--- config.mk ---
export PLATFORM = sky130hd
export DESIGN_NAME = axi_master_arbiter
export DESIGN_NICKNAME = d
export VERILOG_FILES = /design/src/axi_arb_pkg.sv /design/src/axi_read_arbiter.sv /design/src/axi_write_tracker.sv /design/src/axi_master_arbiter.sv
export SDC_FILE = /design/constraint.sdc
export NUM_CORES = 1
export LEC_CHECK = 0
export BUFFER_PORTS_ARGS = -buffer_cell sky130_fd_sc_hd__buf_2
export CORE_AREA = 2 2 243 245
export DETAILED_ROUTE_END_ITERATION = 10
export DIE_AREA = 0 0 245 247
export PLACE_DENSITY_LB_ADDON = 0.25
export RECOVER_POWER = 50
export SLEW_MARGIN = 40
export SYNTH_ARGS = -nofsm -noshare
export SYNTH_HDL_FRONTEND = slang
export SYNTH_SLANG_ARGS = --single-unit
--- constraint.sdc ---
create_clock -name clk -period 1.55 [get_ports clk]
set_input_delay 0.0775 -clock clk [delete_from_list [all_inputs] [get_ports clk]]
set_output_delay 0.0775 -clock clk [all_outputs]
set_load 0.05 [all_outputs]
--- src/axi_arb_pkg.sv ---
package axi_arb_pkg;

    // bus field widths
    localparam int ADDR_W  = 32;
    localparam int DATA_W  = 64;
    localparam int STRB_W  = DATA_W / 8;
    localparam int ID_W    = 4;
    localparam int LEN_W   = 8;
    localparam int SIZE_W  = 3;
    localparam int BURST_W = 2;
    localparam int RESP_W  = 2;

    localparam logic [ID_W-1:0] IF_ID  = 4'h0;  // instruction fetch master
    localparam logic [ID_W-1:0] MEM_ID = 4'h1;  // data memory master

    localparam logic [RESP_W-1:0] RESP_OKAY   = 2'b00;
    localparam logic [RESP_W-1:0] RESP_EXOKAY = 2'b01;
    localparam logic [RESP_W-1:0] RESP_SLVERR = 2'b10;
    localparam logic [RESP_W-1:0] RESP_DECERR = 2'b11;

    localparam logic [BURST_W-1:0] BURST_FIXED = 2'b00;
    localparam logic [BURST_W-1:0] BURST_INCR  = 2'b01;
    localparam logic [BURST_W-1:0] BURST_WRAP  = 2'b10;

    // read grant FSM encoding
    localparam logic [1:0] RD_IDLE     = 2'd0;
    localparam logic [1:0] RD_IF_BUSY  = 2'd1;
    localparam logic [1:0] RD_MEM_BUSY = 2'd2;

    // write tracker FSM encoding
    localparam logic WR_IDLE = 1'b0;
    localparam logic WR_BUSY = 1'b1;

endpackage

--- src/axi_read_arbiter.sv ---
module axi_read_arbiter (
    input  logic                                clk,
    input  logic                                rst,

    input  logic [axi_arb_pkg::ADDR_W-1:0]      if_araddr,
    input  logic [axi_arb_pkg::LEN_W-1:0]       if_arlen,
    input  logic [axi_arb_pkg::SIZE_W-1:0]      if_arsize,
    input  logic [axi_arb_pkg::BURST_W-1:0]     if_arburst,
    input  logic                                if_arvalid,
    output logic                                if_arready,
    input  logic                                if_rready,
    output logic                                if_rvalid,
    output logic [axi_arb_pkg::DATA_W-1:0]      if_rdata,
    output logic [axi_arb_pkg::RESP_W-1:0]      if_rresp,
    output logic [axi_arb_pkg::ID_W-1:0]        if_rid,
    output logic                                if_rlast,

    input  logic [axi_arb_pkg::ADDR_W-1:0]      mem_araddr,
    input  logic [axi_arb_pkg::LEN_W-1:0]       mem_arlen,
    input  logic [axi_arb_pkg::SIZE_W-1:0]      mem_arsize,
    input  logic [axi_arb_pkg::BURST_W-1:0]     mem_arburst,
    input  logic                                mem_arvalid,
    output logic                                mem_arready,
    input  logic                                mem_rready,
    output logic                                mem_rvalid,
    output logic [axi_arb_pkg::DATA_W-1:0]      mem_rdata,
    output logic [axi_arb_pkg::RESP_W-1:0]      mem_rresp,
    output logic [axi_arb_pkg::ID_W-1:0]        mem_rid,
    output logic                                mem_rlast,

    output logic                                dn_arvalid,
    output logic [axi_arb_pkg::ADDR_W-1:0]      dn_araddr,
    output logic [axi_arb_pkg::ID_W-1:0]        dn_arid,
    output logic [axi_arb_pkg::LEN_W-1:0]       dn_arlen,
    output logic [axi_arb_pkg::SIZE_W-1:0]      dn_arsize,
    output logic [axi_arb_pkg::BURST_W-1:0]     dn_arburst,
    input  logic                                dn_arready,
    input  logic                                dn_rvalid,
    input  logic [axi_arb_pkg::DATA_W-1:0]      dn_rdata,
    input  logic [axi_arb_pkg::RESP_W-1:0]      dn_rresp,
    input  logic [axi_arb_pkg::ID_W-1:0]        dn_rid,
    input  logic                                dn_rlast,
    output logic                                dn_rready
);

    logic [1:0] state;
    logic       pick_if;  // fetch wins whenever it is requesting
    logic       ar_fire;
    logic       r_done;

    assign pick_if = if_arvalid;
    assign ar_fire = dn_arvalid & dn_arready;
    assign r_done  = dn_rvalid & dn_rready & dn_rlast;  // burst ends on the accepted last beat

    always_ff @(posedge clk or posedge rst) begin
        if (rst) begin
            state <= axi_arb_pkg::RD_IDLE;
        end else begin
            case (state)
                axi_arb_pkg::RD_IDLE: begin
                    if (ar_fire) begin
                        state <= pick_if ? axi_arb_pkg::RD_IF_BUSY : axi_arb_pkg::RD_MEM_BUSY;
                    end
                end
                axi_arb_pkg::RD_IF_BUSY,
                axi_arb_pkg::RD_MEM_BUSY: begin
                    if (r_done) begin
                        state <= axi_arb_pkg::RD_IDLE;
                    end
                end
                default: begin
                    state <= axi_arb_pkg::RD_IDLE;
                end
            endcase
        end
    end

    // address payload follows the winner, valid gates it
    assign dn_araddr  = pick_if ? if_araddr : mem_araddr;
    assign dn_arlen   = pick_if ? if_arlen : mem_arlen;
    assign dn_arsize  = pick_if ? if_arsize : mem_arsize;
    assign dn_arburst = pick_if ? if_arburst : mem_arburst;
    assign dn_arid    = pick_if ? axi_arb_pkg::IF_ID : axi_arb_pkg::MEM_ID;

    always_comb begin
        dn_arvalid  = 1'b0;
        if_arready  = 1'b0;
        mem_arready = 1'b0;
        if (state == axi_arb_pkg::RD_IDLE) begin
            dn_arvalid  = if_arvalid | mem_arvalid;
            if_arready  = pick_if & dn_arready;
            mem_arready = ~pick_if & dn_arready;  // loser stays stalled
        end
    end

    always_comb begin
        if_rvalid  = 1'b0;
        if_rdata   = '0;
        if_rresp   = '0;
        if_rid     = '0;
        if_rlast   = 1'b0;
        mem_rvalid = 1'b0;
        mem_rdata  = '0;
        mem_rresp  = '0;
        mem_rid    = '0;
        mem_rlast  = 1'b0;
        dn_rready  = 1'b0;
        case (state)
            axi_arb_pkg::RD_IF_BUSY: begin
                if_rvalid = dn_rvalid;
                if_rdata  = dn_rdata;
                if_rresp  = dn_rresp;
                if_rid    = dn_rid;
                if_rlast  = dn_rlast;
                dn_rready = if_rready;
            end
            axi_arb_pkg::RD_MEM_BUSY: begin
                mem_rvalid = dn_rvalid;
                mem_rdata  = dn_rdata;
                mem_rresp  = dn_rresp;
                mem_rid    = dn_rid;
                mem_rlast  = dn_rlast;
                dn_rready  = mem_rready;
            end
            default: begin
                dn_rready = 1'b0;  // nothing outstanding so no beat is taken
            end
        endcase
    end

endmodule

--- src/axi_write_tracker.sv ---
module axi_write_tracker (
    input  logic                                clk,
    input  logic                                rst,

    input  logic [axi_arb_pkg::ADDR_W-1:0]      mem_awaddr,
    input  logic [axi_arb_pkg::LEN_W-1:0]       mem_awlen,
    input  logic [axi_arb_pkg::SIZE_W-1:0]      mem_awsize,
    input  logic [axi_arb_pkg::BURST_W-1:0]     mem_awburst,
    input  logic                                mem_awvalid,
    output logic                                mem_awready,
    input  logic [axi_arb_pkg::DATA_W-1:0]      mem_wdata,
    input  logic [axi_arb_pkg::STRB_W-1:0]      mem_wstrb,
    input  logic                                mem_wlast,
    input  logic                                mem_wvalid,
    output logic                                mem_wready,
    input  logic                                mem_bready,
    output logic                                mem_bvalid,
    output logic [axi_arb_pkg::RESP_W-1:0]      mem_bresp,
    output logic [axi_arb_pkg::ID_W-1:0]        mem_bid,

    output logic                                dn_awvalid,
    output logic [axi_arb_pkg::ADDR_W-1:0]      dn_awaddr,
    output logic [axi_arb_pkg::ID_W-1:0]        dn_awid,
    output logic [axi_arb_pkg::LEN_W-1:0]       dn_awlen,
    output logic [axi_arb_pkg::SIZE_W-1:0]      dn_awsize,
    output logic [axi_arb_pkg::BURST_W-1:0]     dn_awburst,
    input  logic                                dn_awready,
    output logic                                dn_wvalid,
    output logic [axi_arb_pkg::DATA_W-1:0]      dn_wdata,
    output logic [axi_arb_pkg::STRB_W-1:0]      dn_wstrb,
    output logic                                dn_wlast,
    input  logic                                dn_wready,
    input  logic                                dn_bvalid,
    input  logic [axi_arb_pkg::RESP_W-1:0]      dn_bresp,
    input  logic [axi_arb_pkg::ID_W-1:0]        dn_bid,
    output logic                                dn_bready
);

    logic state;
    logic aw_fire;
    logic b_fire;

    assign aw_fire = dn_awvalid & dn_awready;
    assign b_fire  = dn_bvalid & dn_bready;

    always_ff @(posedge clk or posedge rst) begin
        if (rst) begin
            state <= axi_arb_pkg::WR_IDLE;
        end else begin
            case (state)
                axi_arb_pkg::WR_IDLE: begin
                    if (aw_fire) begin
                        state <= axi_arb_pkg::WR_BUSY;
                    end
                end
                default: begin
                    if (b_fire) begin
                        state <= axi_arb_pkg::WR_IDLE;  // any response code closes the write
                    end
                end
            endcase
        end
    end

    // only one write burst may be outstanding
    assign dn_awvalid  = (state == axi_arb_pkg::WR_IDLE) & mem_awvalid;
    assign mem_awready = (state == axi_arb_pkg::WR_IDLE) & dn_awready;
    assign dn_awid     = axi_arb_pkg::MEM_ID;
    assign dn_awaddr   = mem_awaddr;
    assign dn_awlen    = mem_awlen;
    assign dn_awsize   = mem_awsize;
    assign dn_awburst  = mem_awburst;

    assign dn_wvalid  = mem_wvalid;
    assign dn_wdata   = mem_wdata;
    assign dn_wstrb   = mem_wstrb;
    assign dn_wlast   = mem_wlast;
    assign mem_wready = (state == axi_arb_pkg::WR_BUSY) & dn_wready;  // no W beat ahead of its AW

    assign dn_bready  = mem_bready;
    assign mem_bvalid = (state == axi_arb_pkg::WR_BUSY) & dn_bvalid;
    assign mem_bresp  = dn_bresp;
    assign mem_bid    = dn_bid;

endmodule

--- src/axi_master_arbiter.sv ---
module axi_master_arbiter (
    input  logic                                clk,
    input  logic                                rst,

    input  logic [axi_arb_pkg::ADDR_W-1:0]      if_araddr,
    input  logic [axi_arb_pkg::LEN_W-1:0]       if_arlen,
    input  logic [axi_arb_pkg::SIZE_W-1:0]      if_arsize,
    input  logic [axi_arb_pkg::BURST_W-1:0]     if_arburst,
    input  logic                                if_arvalid,
    output logic                                if_arready,
    output logic                                if_rvalid,
    output logic [axi_arb_pkg::DATA_W-1:0]      if_rdata,
    output logic [axi_arb_pkg::RESP_W-1:0]      if_rresp,
    output logic [axi_arb_pkg::ID_W-1:0]        if_rid,
    output logic                                if_rlast,
    input  logic                                if_rready,

    input  logic [axi_arb_pkg::ADDR_W-1:0]      mem_araddr,
    input  logic [axi_arb_pkg::LEN_W-1:0]       mem_arlen,
    input  logic [axi_arb_pkg::SIZE_W-1:0]      mem_arsize,
    input  logic [axi_arb_pkg::BURST_W-1:0]     mem_arburst,
    input  logic                                mem_arvalid,
    output logic                                mem_arready,
    output logic                                mem_rvalid,
    output logic [axi_arb_pkg::DATA_W-1:0]      mem_rdata,
    output logic [axi_arb_pkg::RESP_W-1:0]      mem_rresp,
    output logic [axi_arb_pkg::ID_W-1:0]        mem_rid,
    output logic                                mem_rlast,
    input  logic                                mem_rready,

    input  logic [axi_arb_pkg::ADDR_W-1:0]      mem_awaddr,
    input  logic [axi_arb_pkg::LEN_W-1:0]       mem_awlen,
    input  logic [axi_arb_pkg::SIZE_W-1:0]      mem_awsize,
    input  logic [axi_arb_pkg::BURST_W-1:0]     mem_awburst,
    input  logic                                mem_awvalid,
    output logic                                mem_awready,
    input  logic [axi_arb_pkg::DATA_W-1:0]      mem_wdata,
    input  logic [axi_arb_pkg::STRB_W-1:0]      mem_wstrb,
    input  logic                                mem_wlast,
    input  logic                                mem_wvalid,
    output logic                                mem_wready,
    output logic                                mem_bvalid,
    output logic [axi_arb_pkg::RESP_W-1:0]      mem_bresp,
    output logic [axi_arb_pkg::ID_W-1:0]        mem_bid,
    input  logic                                mem_bready,

    output logic                                dn_arvalid,
    output logic [axi_arb_pkg::ADDR_W-1:0]      dn_araddr,
    output logic [axi_arb_pkg::ID_W-1:0]        dn_arid,
    output logic [axi_arb_pkg::LEN_W-1:0]       dn_arlen,
    output logic [axi_arb_pkg::SIZE_W-1:0]      dn_arsize,
    output logic [axi_arb_pkg::BURST_W-1:0]     dn_arburst,
    input  logic                                dn_arready,
    input  logic                                dn_rvalid,
    input  logic [axi_arb_pkg::DATA_W-1:0]      dn_rdata,
    input  logic [axi_arb_pkg::RESP_W-1:0]      dn_rresp,
    input  logic [axi_arb_pkg::ID_W-1:0]        dn_rid,
    input  logic                                dn_rlast,
    output logic                                dn_rready,

    output logic                                dn_awvalid,
    output logic [axi_arb_pkg::ADDR_W-1:0]      dn_awaddr,
    output logic [axi_arb_pkg::ID_W-1:0]        dn_awid,
    output logic [axi_arb_pkg::LEN_W-1:0]       dn_awlen,
    output logic [axi_arb_pkg::SIZE_W-1:0]      dn_awsize,
    output logic [axi_arb_pkg::BURST_W-1:0]     dn_awburst,
    input  logic                                dn_awready,
    output logic                                dn_wvalid,
    output logic [axi_arb_pkg::DATA_W-1:0]      dn_wdata,
    output logic [axi_arb_pkg::STRB_W-1:0]      dn_wstrb,
    output logic                                dn_wlast,
    input  logic                                dn_wready,
    input  logic                                dn_bvalid,
    input  logic [axi_arb_pkg::RESP_W-1:0]      dn_bresp,
    input  logic [axi_arb_pkg::ID_W-1:0]        dn_bid,
    output logic                                dn_bready
);

    // port names match one to one, the read and write paths share nothing
    axi_read_arbiter u_read (
        .*
    );

    axi_write_tracker u_write (
        .*
    );

endmodule

==> impl_results.md, run 1 <==
* Combined global-route utilization of all metal layers at 4.88%
* Register clock-pin slew on the reported worst setup and hold paths at 0.03 ns
* Data required time at the worst endpoint at 1.47 ns
* Share of synthesized flip-flops with an asynchronous set or reset at 100%
* Outcome: finished with violations
* Post-layout minimum cycle time at 1.65 ns
* End of the worst register-to-register path: u_read.state[1]$_DFFE_PP0P_
* Portion of synthesized cell area occupied by the leading cell type at 35.8%
* Cell depth of the worst hold path at 2
* Worst hold-check path type: primary input to flip-flop
* Hold Startpoint: mem_bready
* Unrepaired setup endpoints after global routing: yes
* CP delay by family, top: flip-flops
* Number of enable-type register cells in the synthesized netlist at 0
* Syn Std Cell Area at 2790 sq um
* Violated checks: setup timing
* Library cells used by synthesis at 23
* HPWL Detailed at 14000 um
* Sinks on Clock Net at 3
* PD cells at 1480 nW/um^2
* Buffers and inverters on the worst path at 2
* Critical Path Source Type: flip-flop
* Total of fill cells in the finished design at 6661
* Top-count cell post-synth: sky130_fd_sc_hd__and2_1
* # IOs at 630
* Worst hold slack after final layout at 0.0337 ns
* Clock Path Buffers at 2
* Post-Route WL at 17500 um
* Overall die width at 245 um
* Max_cap viols at 0
* Routability congestion estimate at 0.686
* Setup crit end kind: primary output
* Via count at 3549
* 1st-iter DRT viols at 60
* Std cell rows at 89
* Cell with the biggest individual delay on the critical path: sky130_fd_sc_hd__dfrtp_1
* Post-DP Area at 4980 sq um
* Fin crit share at 107%
* Die area at 60500 sq um
* Main flop type after synthesis: sky130_fd_sc_hd__dfrtp_1
* Maximum VDD drop at 0.000787 V
* Core area at 58200 sq um
* Average wire per standard cell at 12.5 um
* R2r startpoint: u_read.state[0]$_DFFE_PP0P_
* Sequence of cells on the critical path: buf_4, ha_4, a22oi_2, and2b_2, buf_12
* Signed area change from the synthesized netlist to the final layout at 123%
* Root buffer cell: sky130_fd_sc_hd__clkbuf_16
* Wire length of the first global-routing pass at 21100 um
* Multi-input gate area at 1780 sq um
* Top cells by instance count after synthesis: sky130_fd_sc_hd__and2_1, sky130_fd_sc_hd__buf_4, sky130_fd_sc_hd__mux2_2, sky130_fd_sc_hd__buf_2, sky130_fd_sc_hd__clkbuf_1
* Fmax at 0.605 GHz
* Arrival time worst endpoint at 1.58 ns
* Cell leakage power at 2.87 nW
* Vias per std cell at 2.54
* Worst-case clock skew at 0.0000897 ns
* Number of hold-slack violations in the final timing report at 0
* Clock tree from TritonCTS: built
* Flip-flop and latch area at 75.1 sq um
* Final-stage net count at 927
* Number of antenna violations at the first check in global routing at 4
* Final Slew Violations at 0
* Maximum net fanout on the critical path at 4
* Critical path's largest stage delay at 0.38 ns
* Worst min-delay path endpoint: u_write.state$_DFF_PP0_
* Depth of the worst register-to-register path at 6
* Warnings from Yosys at 0
* Post-route DRC violation count at 0
* Avg Synthesized Cell Area at 7.43 sq um
* Worst-case register-to-register setup slack at 0.07 ns
* Initial standard-cell utilization of the core at 4.80%
* Fraction of layout cells with a size suffix above 1 at 80.3%
* Overall overflow remaining after global route at 0
* Proportion of synthesized chip area in sequential cells at 2.69%
* Final std cell area, no fill at 6240 sq um
* Source-to-sink clock delay at the later pin of the worst-skew pair at 0.23 ns
* Number of routed nets with antenna violations at 0
* Setup-failing EPs final at 105
* Register bit count reported by yosys at 3
* Total Power Consumption at 9.27 mW
* Deepest level of the CTS H-tree at 1
* Inserted Clock Buffers at 3
* Number of global-route vias before repair at 3374
* Maximum number of pins on one net before global-route repair at 32
* Die span in y at 247 um
* PortBufs at 372
* Length of the first detailed-routing pass in iterations at 4
* Slack of the critical path at -0.103 ns
* Start-to-end type of the worst setup path: flip-flop to primary output
* Top area cells in the synthesized netlist: sky130_fd_sc_hd__buf_4, sky130_fd_sc_hd__and2_1, sky130_fd_sc_hd__mux2_2
* Biggest area consumer among synthesized cells: sky130_fd_sc_hd__buf_4
* Cells after synthesis at 376
[sequential cells by signal, indices dropped and copies added (netlist names)]
name	flops
u_write.state	1
u_read.state	2
[cells by family (layout without fill, tap and decap cells)]
family                     Yosys count  after routing  synth area share [%]
DFF                                  3              3                  2.69
adders and majority gates            3              3                  1.34
AOI/OAI and AO/OA                    8              8                  2.37
buffers and inverters              157            400                  40.2
other                                2              8                 0.269
and+or+nand+nor                    158            158                  34.9
muxes                               45             45                  18.1
[routing by layer]
metal / vias up / share of wire (%) / GRT usage [%]
met2: 429 / 50 / 9.41
met4: 2 / 6.4 / 3.39
met3: 57 / 15 / 2.22
met5: - / 0.074 / 0
li1: 1524 / - / -
met1: 1537 / 28 / 3.88
[stage by stage]
stage | TNS, ns | setup WS (ns) | util, % | instances
2_1_floorplan | 0 | 0.0478 | - | 381
3_3_place_gp | 0 | 0.0335 | 8.56 | 1386
3_5_place_dp | 0 | 0.0249 | 8.56 | 1386
4_1_cts | -4.37 | -0.124 | 9.90 | 1393
5_1_grt | -10.82 | -0.151 | 10.7 | 1398
6_report | -2.81 | -0.103 | 10.7 | 1398
[area by class of cell]
| class | instances | share of cell area (%) |
|---|---|---|
| diodes | 1 | 0.0401 |
| flip-flops and latches | 3 | 1.20 |
| inverters | 5 | 0.301 |
| repair buffers | 391 | 53.2 |
| well taps | 773 | 15.5 |
| clock buffers | 4 | 1.26 |
| multi-input cells | 221 | 28.5 |
[cell usage in the layout, fill, tap and decap left out, drive strengths merged, types with 2 or more instances in the layout]
master / synthesis / final
conb: 2 / 7
o21a: 2 / 2
o221ai: 2 / 2
inv: 5 / 5
clkbuf: 7 / 6
dfrtp: 3 / 3
buf: 144 / 388
nand3: 3 / 3
a21oi: 2 / 2
mux2: 45 / 45
ha: 3 / 3
and2: 146 / 146
nor2b: 2 / 2
nand2: 4 / 4
[report_power, final]
| part | internal, mW | switching [mW] |
|---|---|---|
| combinational | 3.42 | 5.29 |
| clock | 0.341 | 0.0838 |
| sequential | 0.107 | 0.0214 |
[worst max-delay path by stage]
stage,startpoint,to,slack (ns),cells past startpoint
after CTS,u_read.state[0]$_DFFE_PP0P_,dn_rready,-0.12,5
after detailed placement,u_read.state[0]$_DFFE_PP0P_,mem_rdata[35],0.02,5
after global routing,u_read.state[0]$_DFFE_PP0P_,mem_rdata[23],-0.15,5
after global placement,u_read.state[0]$_DFFE_PP0P_,mem_rdata[35],0.03,5
final,u_read.state[0]$_DFFE_PP0P_,dn_rready,-0.10,5
after floorplan,u_read.state[0]$_DFFE_PP0P_,u_read.state[1]$_DFFE_PP0P_,0.05,5
[what timing repair did]
item,CTS,global route
hold buffers,1,0
cloned,2,2
pin swaps,2,3
gates resized for setup,218,123
setup endpoints to repair,146,147
hold endpoints to repair,3,0
setup buffers,0,2
Power figures use the tool's default switching activity.
==> run 2, diff against run 1 <==
Settings changed: CORE_AREA 2 2 243 245 to 2 2 246 248, DIE_AREA 0 0 245 247 to 0 0 248 250.
Clock period 1.55 ns to 1.5 ns, I/O delays scaled along.
==> run 2 against run 1 <==
  * The flow still finishes with violations (setup timing)
  * Largest cell class unchanged
  * Sequential power rose by 22%
  * First-iteration DRC count rose by 27%
  * Via count barely moved
==> impl_results.md, run 2 (synthesis results as in run 1) <==
* Post-route DRC violation count at 0 (unchanged)
* End point of the critical path: if_rdata[20] (was dn_rready)
* Deepest level of the CTS H-tree at 1 (unchanged)
* Worst setup slack before clock tree synthesis at 0.00746 ns (was 0.0249 ns)
* Fmax at 0.622 GHz
* Multi-input gate area at 1890 sq um (was 1780 sq um)
* End of the worst register-to-register path: u_read.state[0]$_DFFE_PP0P_ (was u_read.state[1]$_DFFE_PP0P_)
* Die span in y at 250 um (was 247 um)
* Maximum net fanout on the critical path at 33 (was 4)
* Arrival time worst endpoint at 1.53 ns (was 1.58 ns)
* Cell leakage power at 3.04 nW (was 2.87 nW)
* Total Power Consumption at 10.4 mW (was 9.27 mW)
* Start-to-end type of the worst setup path: flip-flop to primary output (unchanged)
* Highest layer used for signal routing: met5 (unchanged)
* # IOs at 630 (unchanged)
* Register clock-pin slew on the reported worst setup and hold paths at 0.04 ns (was 0.03 ns)
* Maximum number of pins on one net before global-route repair at 51 (was 32)
* HPWL Detailed at 12900 um (was 14000 um)
* Flip-flop count of the largest register after layout at 2 (unchanged)
* Data required time at the worst endpoint at 1.42 ns (was 1.47 ns)
* Flip-flop and latch area at 77.6 sq um (was 75.1 sq um)
* Worst-case clock skew at 0.0000132 ns (was 0.0000897 ns)
* Met3 wire length at 2950 um (was 2570 um)
* Max_cap viols at 0 (unchanged)
* Total of fill cells in the finished design at 6757 (was 6661)
* Worst hold-check path type: primary input to flip-flop (unchanged)
* Final Slew Violations at 0 (unchanged)
* Std cell rows at 90 (was 89)
* Clock Path Buffers at 2 (unchanged)
* Post-layout minimum cycle time at 1.61 ns
* Largest reg by FF count: u_read.state (unchanged)
* Overall overflow remaining after global route at 0 (unchanged)
* Core area at 59600 sq um (was 58200 sq um)
* Routed wire length on met2 at 9180 um (was 8810 um)
* Fraction of layout cells with a size suffix above 1 at 87.8% (was 80.3%)
* Depth of the worst register-to-register path at 6 (unchanged)
* Routed met1 length at 5720 um (was 4980 um)
* Fin crit share at 107%
* Critical path origin: u_read.state[1]$_DFFE_PP0P_ (was u_read.state[0]$_DFFE_PP0P_)
* Length of the first detailed-routing pass in iterations at 4 (unchanged)
* Critical Path Source Type: flip-flop (unchanged)
* Number of antenna violations at the first check in global routing at 6 (was 4)
* Sinks on Clock Net at 3 (unchanged)
* Violated checks: setup timing (unchanged)
* R2r startpoint: u_read.state[1]$_DFFE_PP0P_ (was u_read.state[0]$_DFFE_PP0P_)
* Die area at 62000 sq um (was 60500 sq um)
* Largest registers: u_read.state (2), u_write.state (1) (unchanged)
* PD cells at 1560 nW/um^2 (was 1480 nW/um^2)
* Outcome: finished with violations (unchanged)
* Most frequent standard cell in the layout excluding fill and tap cells: sky130_fd_sc_hd__buf_2 (unchanged)
* PortBufs at 372 (unchanged)
* Root buffer cell: sky130_fd_sc_hd__clkbuf_16 (unchanged)
* Post-Route WL at 18300 um (was 17500 um)
* Signed area change from the synthesized netlist to the final layout at 139% (was 123%)
* Accumulated negative setup slack at -8.98 ns (was -2.81 ns)
* Via count at 3547 (was 3549)
* Highest-count cells in the layout ignoring fill and taps: sky130_fd_sc_hd__buf_2, sky130_fd_sc_hd__and2_4, sky130_fd_sc_hd__buf_8 (was sky130_fd_sc_hd__buf_2, sky130_fd_sc_hd__and2_1, sky130_fd_sc_hd__buf_6)
* Setup-failing EPs final at 145 (was 105)
* Setup crit end kind: primary output (unchanged)
* Source-to-sink clock delay at the later pin of the worst-skew pair at 0.23 ns (about the same)
* Wire length of the first global-routing pass at 18900 um (was 21100 um)
* 1st-iter DRT viols at 76 (was 60)
* Initial standard-cell utilization of the core at 4.69% (was 4.80%)
* Worst-case register-to-register setup slack at 0.06 ns (was 0.07 ns)
* Routability congestion estimate at 0.672 (was 0.686)
* Combined global-route utilization of all metal layers at 4.24% (was 4.88%)
* Number of global-route vias before repair at 3159 (was 3374)
* Vias per std cell at 2.51 (was 2.54)
* Slack of the critical path at -0.108 ns (was -0.103 ns)
* Unrepaired setup endpoints after global routing: yes (unchanged)
* Final-stage net count at 933 (was 927)
* Average wire per standard cell at 13.0 um (was 12.5 um)
* Clock tree from TritonCTS: built (unchanged)
* Number of hold-slack violations in the final timing report at 0 (unchanged)
* Maximum VDD drop at 0.000735 V (was 0.000787 V)
* Inserted Clock Buffers at 3 (unchanged)
* Number of routed nets with antenna violations at 0 (unchanged)
* Overall die width at 248 um (was 245 um)
## run 2: layout make-up
class / count / share of cell area [%]
Antenna cell: 2 / 0.0749
Clock buffer: 4 / 1.18
Inverter: 5 / 0.281
Multi-Input combinational cell: 221 / 28.3
Sequential cell: 3 / 1.16
Tap cell: 782 / 14.6
Timing Repair Buffer: 397 / 54.4
## run 2: worst min-delay path by stage
stage,startpoint,to,cells past startpoint
floorplan,rst,u_read.state[0]$_DFFE_PP0P_,1
global placement,rst,u_write.state$_DFF_PP0_,2
detailed placement,rst,u_write.state$_DFF_PP0_,2
CTS,mem_bready,u_write.state$_DFF_PP0_,2
global route,mem_bready,u_write.state$_DFF_PP0_,2
finish,mem_bready,u_write.state$_DFF_PP0_,2
## run 2: report_power, final
part | internal [mW] | switching, mW
combinational | 4.15 | 5.69
sequential | 0.115 | 0.0410
clock | 0.353 | 0.0922
total | 4.62 | 5.82
## run 2: routing by layer
metal	GRT usage [%]	up-vias
li1	-	1545
met1	3.84	1567
met2	7.39	390
met3	3.11	41
met4	1.09	4
met5	0.477	-
## run 2: worst max-delay path, cell delays in order, from the launching register on
cell	delay (ns)
sky130_fd_sc_hd__dfrtp_2	0.43
sky130_fd_sc_hd__inv_2	0.09
sky130_fd_sc_hd__ha_4	0.22
sky130_fd_sc_hd__buf_12	0.19
sky130_fd_sc_hd__and2_1	0.18
sky130_fd_sc_hd__buf_6	0.17
## run 2: per-stage QoR
| stage | instance area [sq um] | std cells | utilization [%] | hold slack, ns |
|---|---|---|---|---|
| floorplan | 2810 | 381 | - | -0.171 |
| global placement | 4780 | 1389 | 8.02 | 0.0428 |
| detailed placement | 4780 | 1389 | 8.02 | 0.0444 |
| CTS | 5380 | 1394 | 9.03 | 0.0256 |
| global route | 6680 | 1412 | 11.2 | 0.0384 |
| finish | 6680 | 1414 | 11.2 | 0.0303 |
## run 2: timing repair
item / 4_1_cts / 5_1_grt
endpoints found under the setup margin: 145 / 148
hold buffers: 1 / 0
buffers inserted: 0 / 5
endpoints found under the hold margin: 3 / 0
gates resized for setup: 181 / 304
pin swaps: 0 / 4
cloned: 0 / 13
==> run 3, diff against run 2 <==
Settings changed: CORE_AREA 2 2 246 248 to 2 2 248 250, DIE_AREA 0 0 248 250 to 0 0 250 252.
Clock period 1.5 ns to 2 ns, I/O delays scaled along.
==> run 3 against run 2 <==
  * The flow now finishes without violations
  * Sequential share of layout area grew 0.43 points
  * Critical path depth did not move
  * Clock power fell by 25%
  * Sequential power is 26% lower
  * Global-route usage is 0.11 points higher
  * Critical endpoint is now if_rdata[48]
  * Largest power group unchanged
==> impl_results.md, run 3 (synthesis results as in run 1) <==
* Worst slew pin tran at 0.669 ns
* Post-Route WL at 15000 um (was 18300 um)
* Fin crit share at 91.3%
* Deepest level of the CTS H-tree at 1 (unchanged)
* Highest-count cells in the layout ignoring fill and taps: sky130_fd_sc_hd__buf_2, sky130_fd_sc_hd__and2_1, sky130_fd_sc_hd__mux2_2 (was sky130_fd_sc_hd__buf_2, sky130_fd_sc_hd__and2_4, sky130_fd_sc_hd__buf_8)
* Accumulated negative setup slack at 0 ns (was -8.98 ns)
* Final-stage net count at 917 (was 933)
* Overall overflow remaining after global route at 0 (unchanged)
* Worst relative slew slack at 55.6%
* Die area at 63000 sq um (was 62000 sq um)
* Fmax at 0.548 GHz
* Critical Path Source Type: flip-flop (unchanged)
* Combined global-route utilization of all metal layers at 4.34% (was 4.24%)
* Post-layout minimum cycle time at 1.83 ns
* Post-route DRC violation count at 0 (unchanged)
* Data required time at the worst endpoint at 1.90 ns (was 1.42 ns)
* Max_cap viols at 0 (unchanged)
* Worst hold-check path type: primary input to flip-flop (unchanged)
* Initial standard-cell utilization of the core at 4.64% (was 4.69%)
* Std cell rows at 90 (unchanged)
* Worst setup slack before clock tree synthesis at 0.239 ns (was 0.00746 ns)
* Root buffer cell: sky130_fd_sc_hd__clkbuf_16 (unchanged)
* Clock Path Buffers at 2 (unchanged)
* Final core occ at 7.83% (was 11.2%)
* Vias per std cell at 2.37 (was 2.51)
* Cell leakage power at 2.41 nW (was 3.04 nW)
* Via count at 3306 (was 3547)
* Number of routed nets with antenna violations at 0 (unchanged)
* Core area at 60100 sq um (was 59600 sq um)
* Most frequent standard cell in the layout excluding fill and tap cells: sky130_fd_sc_hd__buf_2 (unchanged)
* Flip-flop and latch area at 75.1 sq um (was 77.6 sq um)
* Maximum number of pins on one net before global-route repair at 51 (unchanged)
* Worst hold slack after final layout at 0.0741 ns (was 0.0303 ns)
* Largest reg by FF count: u_read.state (unchanged)
* Length of the first detailed-routing pass in iterations at 4 (unchanged)
* Flip-flop count of the largest register after layout at 2 (unchanged)
* Outcome: completed (was finished with violations)
* Number of hold-slack violations in the final timing report at 0 (unchanged)
* HPWL Detailed at 13500 um (was 12900 um)
* Worst-case clock skew at 0.0000253 ns (was 0.0000132 ns)
* PortBufs at 372 (unchanged)
* Total of fill cells in the finished design at 7126 (was 6757)
* # IOs at 630 (unchanged)
* Inserted Clock Buffers at 3 (unchanged)
* Setup-failing EPs final at 0 (was 145)
* Post-CTS Setup Repair Bufs at 0 (unchanged)
* Routability congestion estimate at 0.720 (was 0.672)
* Arrival time worst endpoint at 1.73 ns (was 1.53 ns)
* Slack of the critical path at 0.174 ns (was -0.108 ns)
* Maximum VDD drop at 0.000228 V (was 0.000735 V)
* Number of global-route vias before repair at 3203 (was 3159)
* Multi-input gate area at 1640 sq um (was 1890 sq um)
* Unrepaired setup endpoints after global routing: no (was yes)
* Setup crit end kind: primary output (unchanged)
* Overall die width at 250 um (was 248 um)
* Number of antenna violations at the first check in global routing at 6 (unchanged)
* Sinks on Clock Net at 3 (unchanged)
* Final Slew Violations at 0 (unchanged)
* Wire length of the first global-routing pass at 19900 um (was 18900 um)
* Signed area change from the synthesized netlist to the final layout at 68.5% (was 139%)
* Clock tree from TritonCTS: built (unchanged)
* Average wire per standard cell at 10.8 um (was 13.0 um)
* Start-to-end type of the worst setup path: flip-flop to primary output (unchanged)
* Fraction of layout cells with a size suffix above 1 at 64.8% (was 87.8%)
* Die span in y at 252 um (was 250 um)
* 1st-iter DRT viols at 106 (was 76)
* PD cells at 1110 nW/um^2 (was 1560 nW/um^2)
* Source-to-sink clock delay at the later pin of the worst-skew pair at 0.23 ns (about the same)
* Worst-case register-to-register setup slack at 0.38 ns (was 0.06 ns)
* Largest registers: u_read.state (2), u_write.state (1) (unchanged)
* Maximum net fanout on the critical path at 26 (was 33)
* Register clock-pin slew on the reported worst setup and hold paths at 0.03 ns (was 0.04 ns)
==> run 3: area by class of cell <==
cell class              instances  share of cell area, %
inverters                       5                  0.399
well taps                     782                   20.8
repair buffers                381                   40.7
multi-input cells             221                   34.8
flip-flops and latches          3                   1.60
diodes                          1                 0.0532
clock buffers                   4                   1.68
==> run 3: worst paths after layout <==
kind	startpoint	endpoint	cells past startpoint
worst max-delay path	u_read.state[1]$_DFFE_PP0P_	if_rdata[48]	5
worst max register to register	u_read.state[0]$_DFFE_PP0P_	u_read.state[1]$_DFFE_PP0P_	5
max in group asynchronous	rst	u_read.state[1]$_DFFE_PP0P_	3
worst min-delay path	mem_bready	u_write.state$_DFF_PP0_	2
min in group asynchronous	rst	u_write.state$_DFF_PP0_	3
worst min register to register	u_write.state$_DFF_PP0_	u_write.state$_DFF_PP0_	2
==> run 3: repair_timing <==
action,4_1_cts,5_1_grt
endpoints found under the setup margin,0,71
gates resized for setup,0,2
hold buffers,1,0
endpoints found under the hold margin,3,0
==> run 3: layer usage <==
layer | wire, um | global-route usage [%] | up-vias
li1 | - | - | 1514
met1 | 4780 | 3.80 | 1351
met2 | 7140 | 7.66 | 395
met3 | 2620 | 3.13 | 42
met4 | 467 | 1.69 | 4
met5 | 24 | 0 | -
==> run 3: report_power, final <==
part	leakage, nW	internal (mW)	switching [mW]
clock	0.0382	0.264	0.0676
sequential	0.0373	0.0827	0.0320
combinational	2.33	1.15	3.64
==> run 3: stage by stage <==
| stage | area (sq um) | cells | power [mW] |
|---|---|---|---|
| floorplan | 2810 | 381 | 4.42 |
| global placement | 4640 | 1391 | 4.99 |
| detailed placement | 4640 | 1391 | 4.97 |
| CTS | 4730 | 1396 | 5.32 |
| global route | 4710 | 1397 | 5.53 |
| finish | 4710 | 1397 | 5.24 |
==> run 3: worst max-delay path, cell delays in order (launching register included) <==
cell and delay (ns):
sky130_fd_sc_hd__dfrtp_1 0.43, sky130_fd_sc_hd__inv_1 0.14, sky130_fd_sc_hd__ha_4 0.25, sky130_fd_sc_hd__buf_4 0.26
sky130_fd_sc_hd__and2_1 0.16, sky130_fd_sc_hd__buf_2 0.26
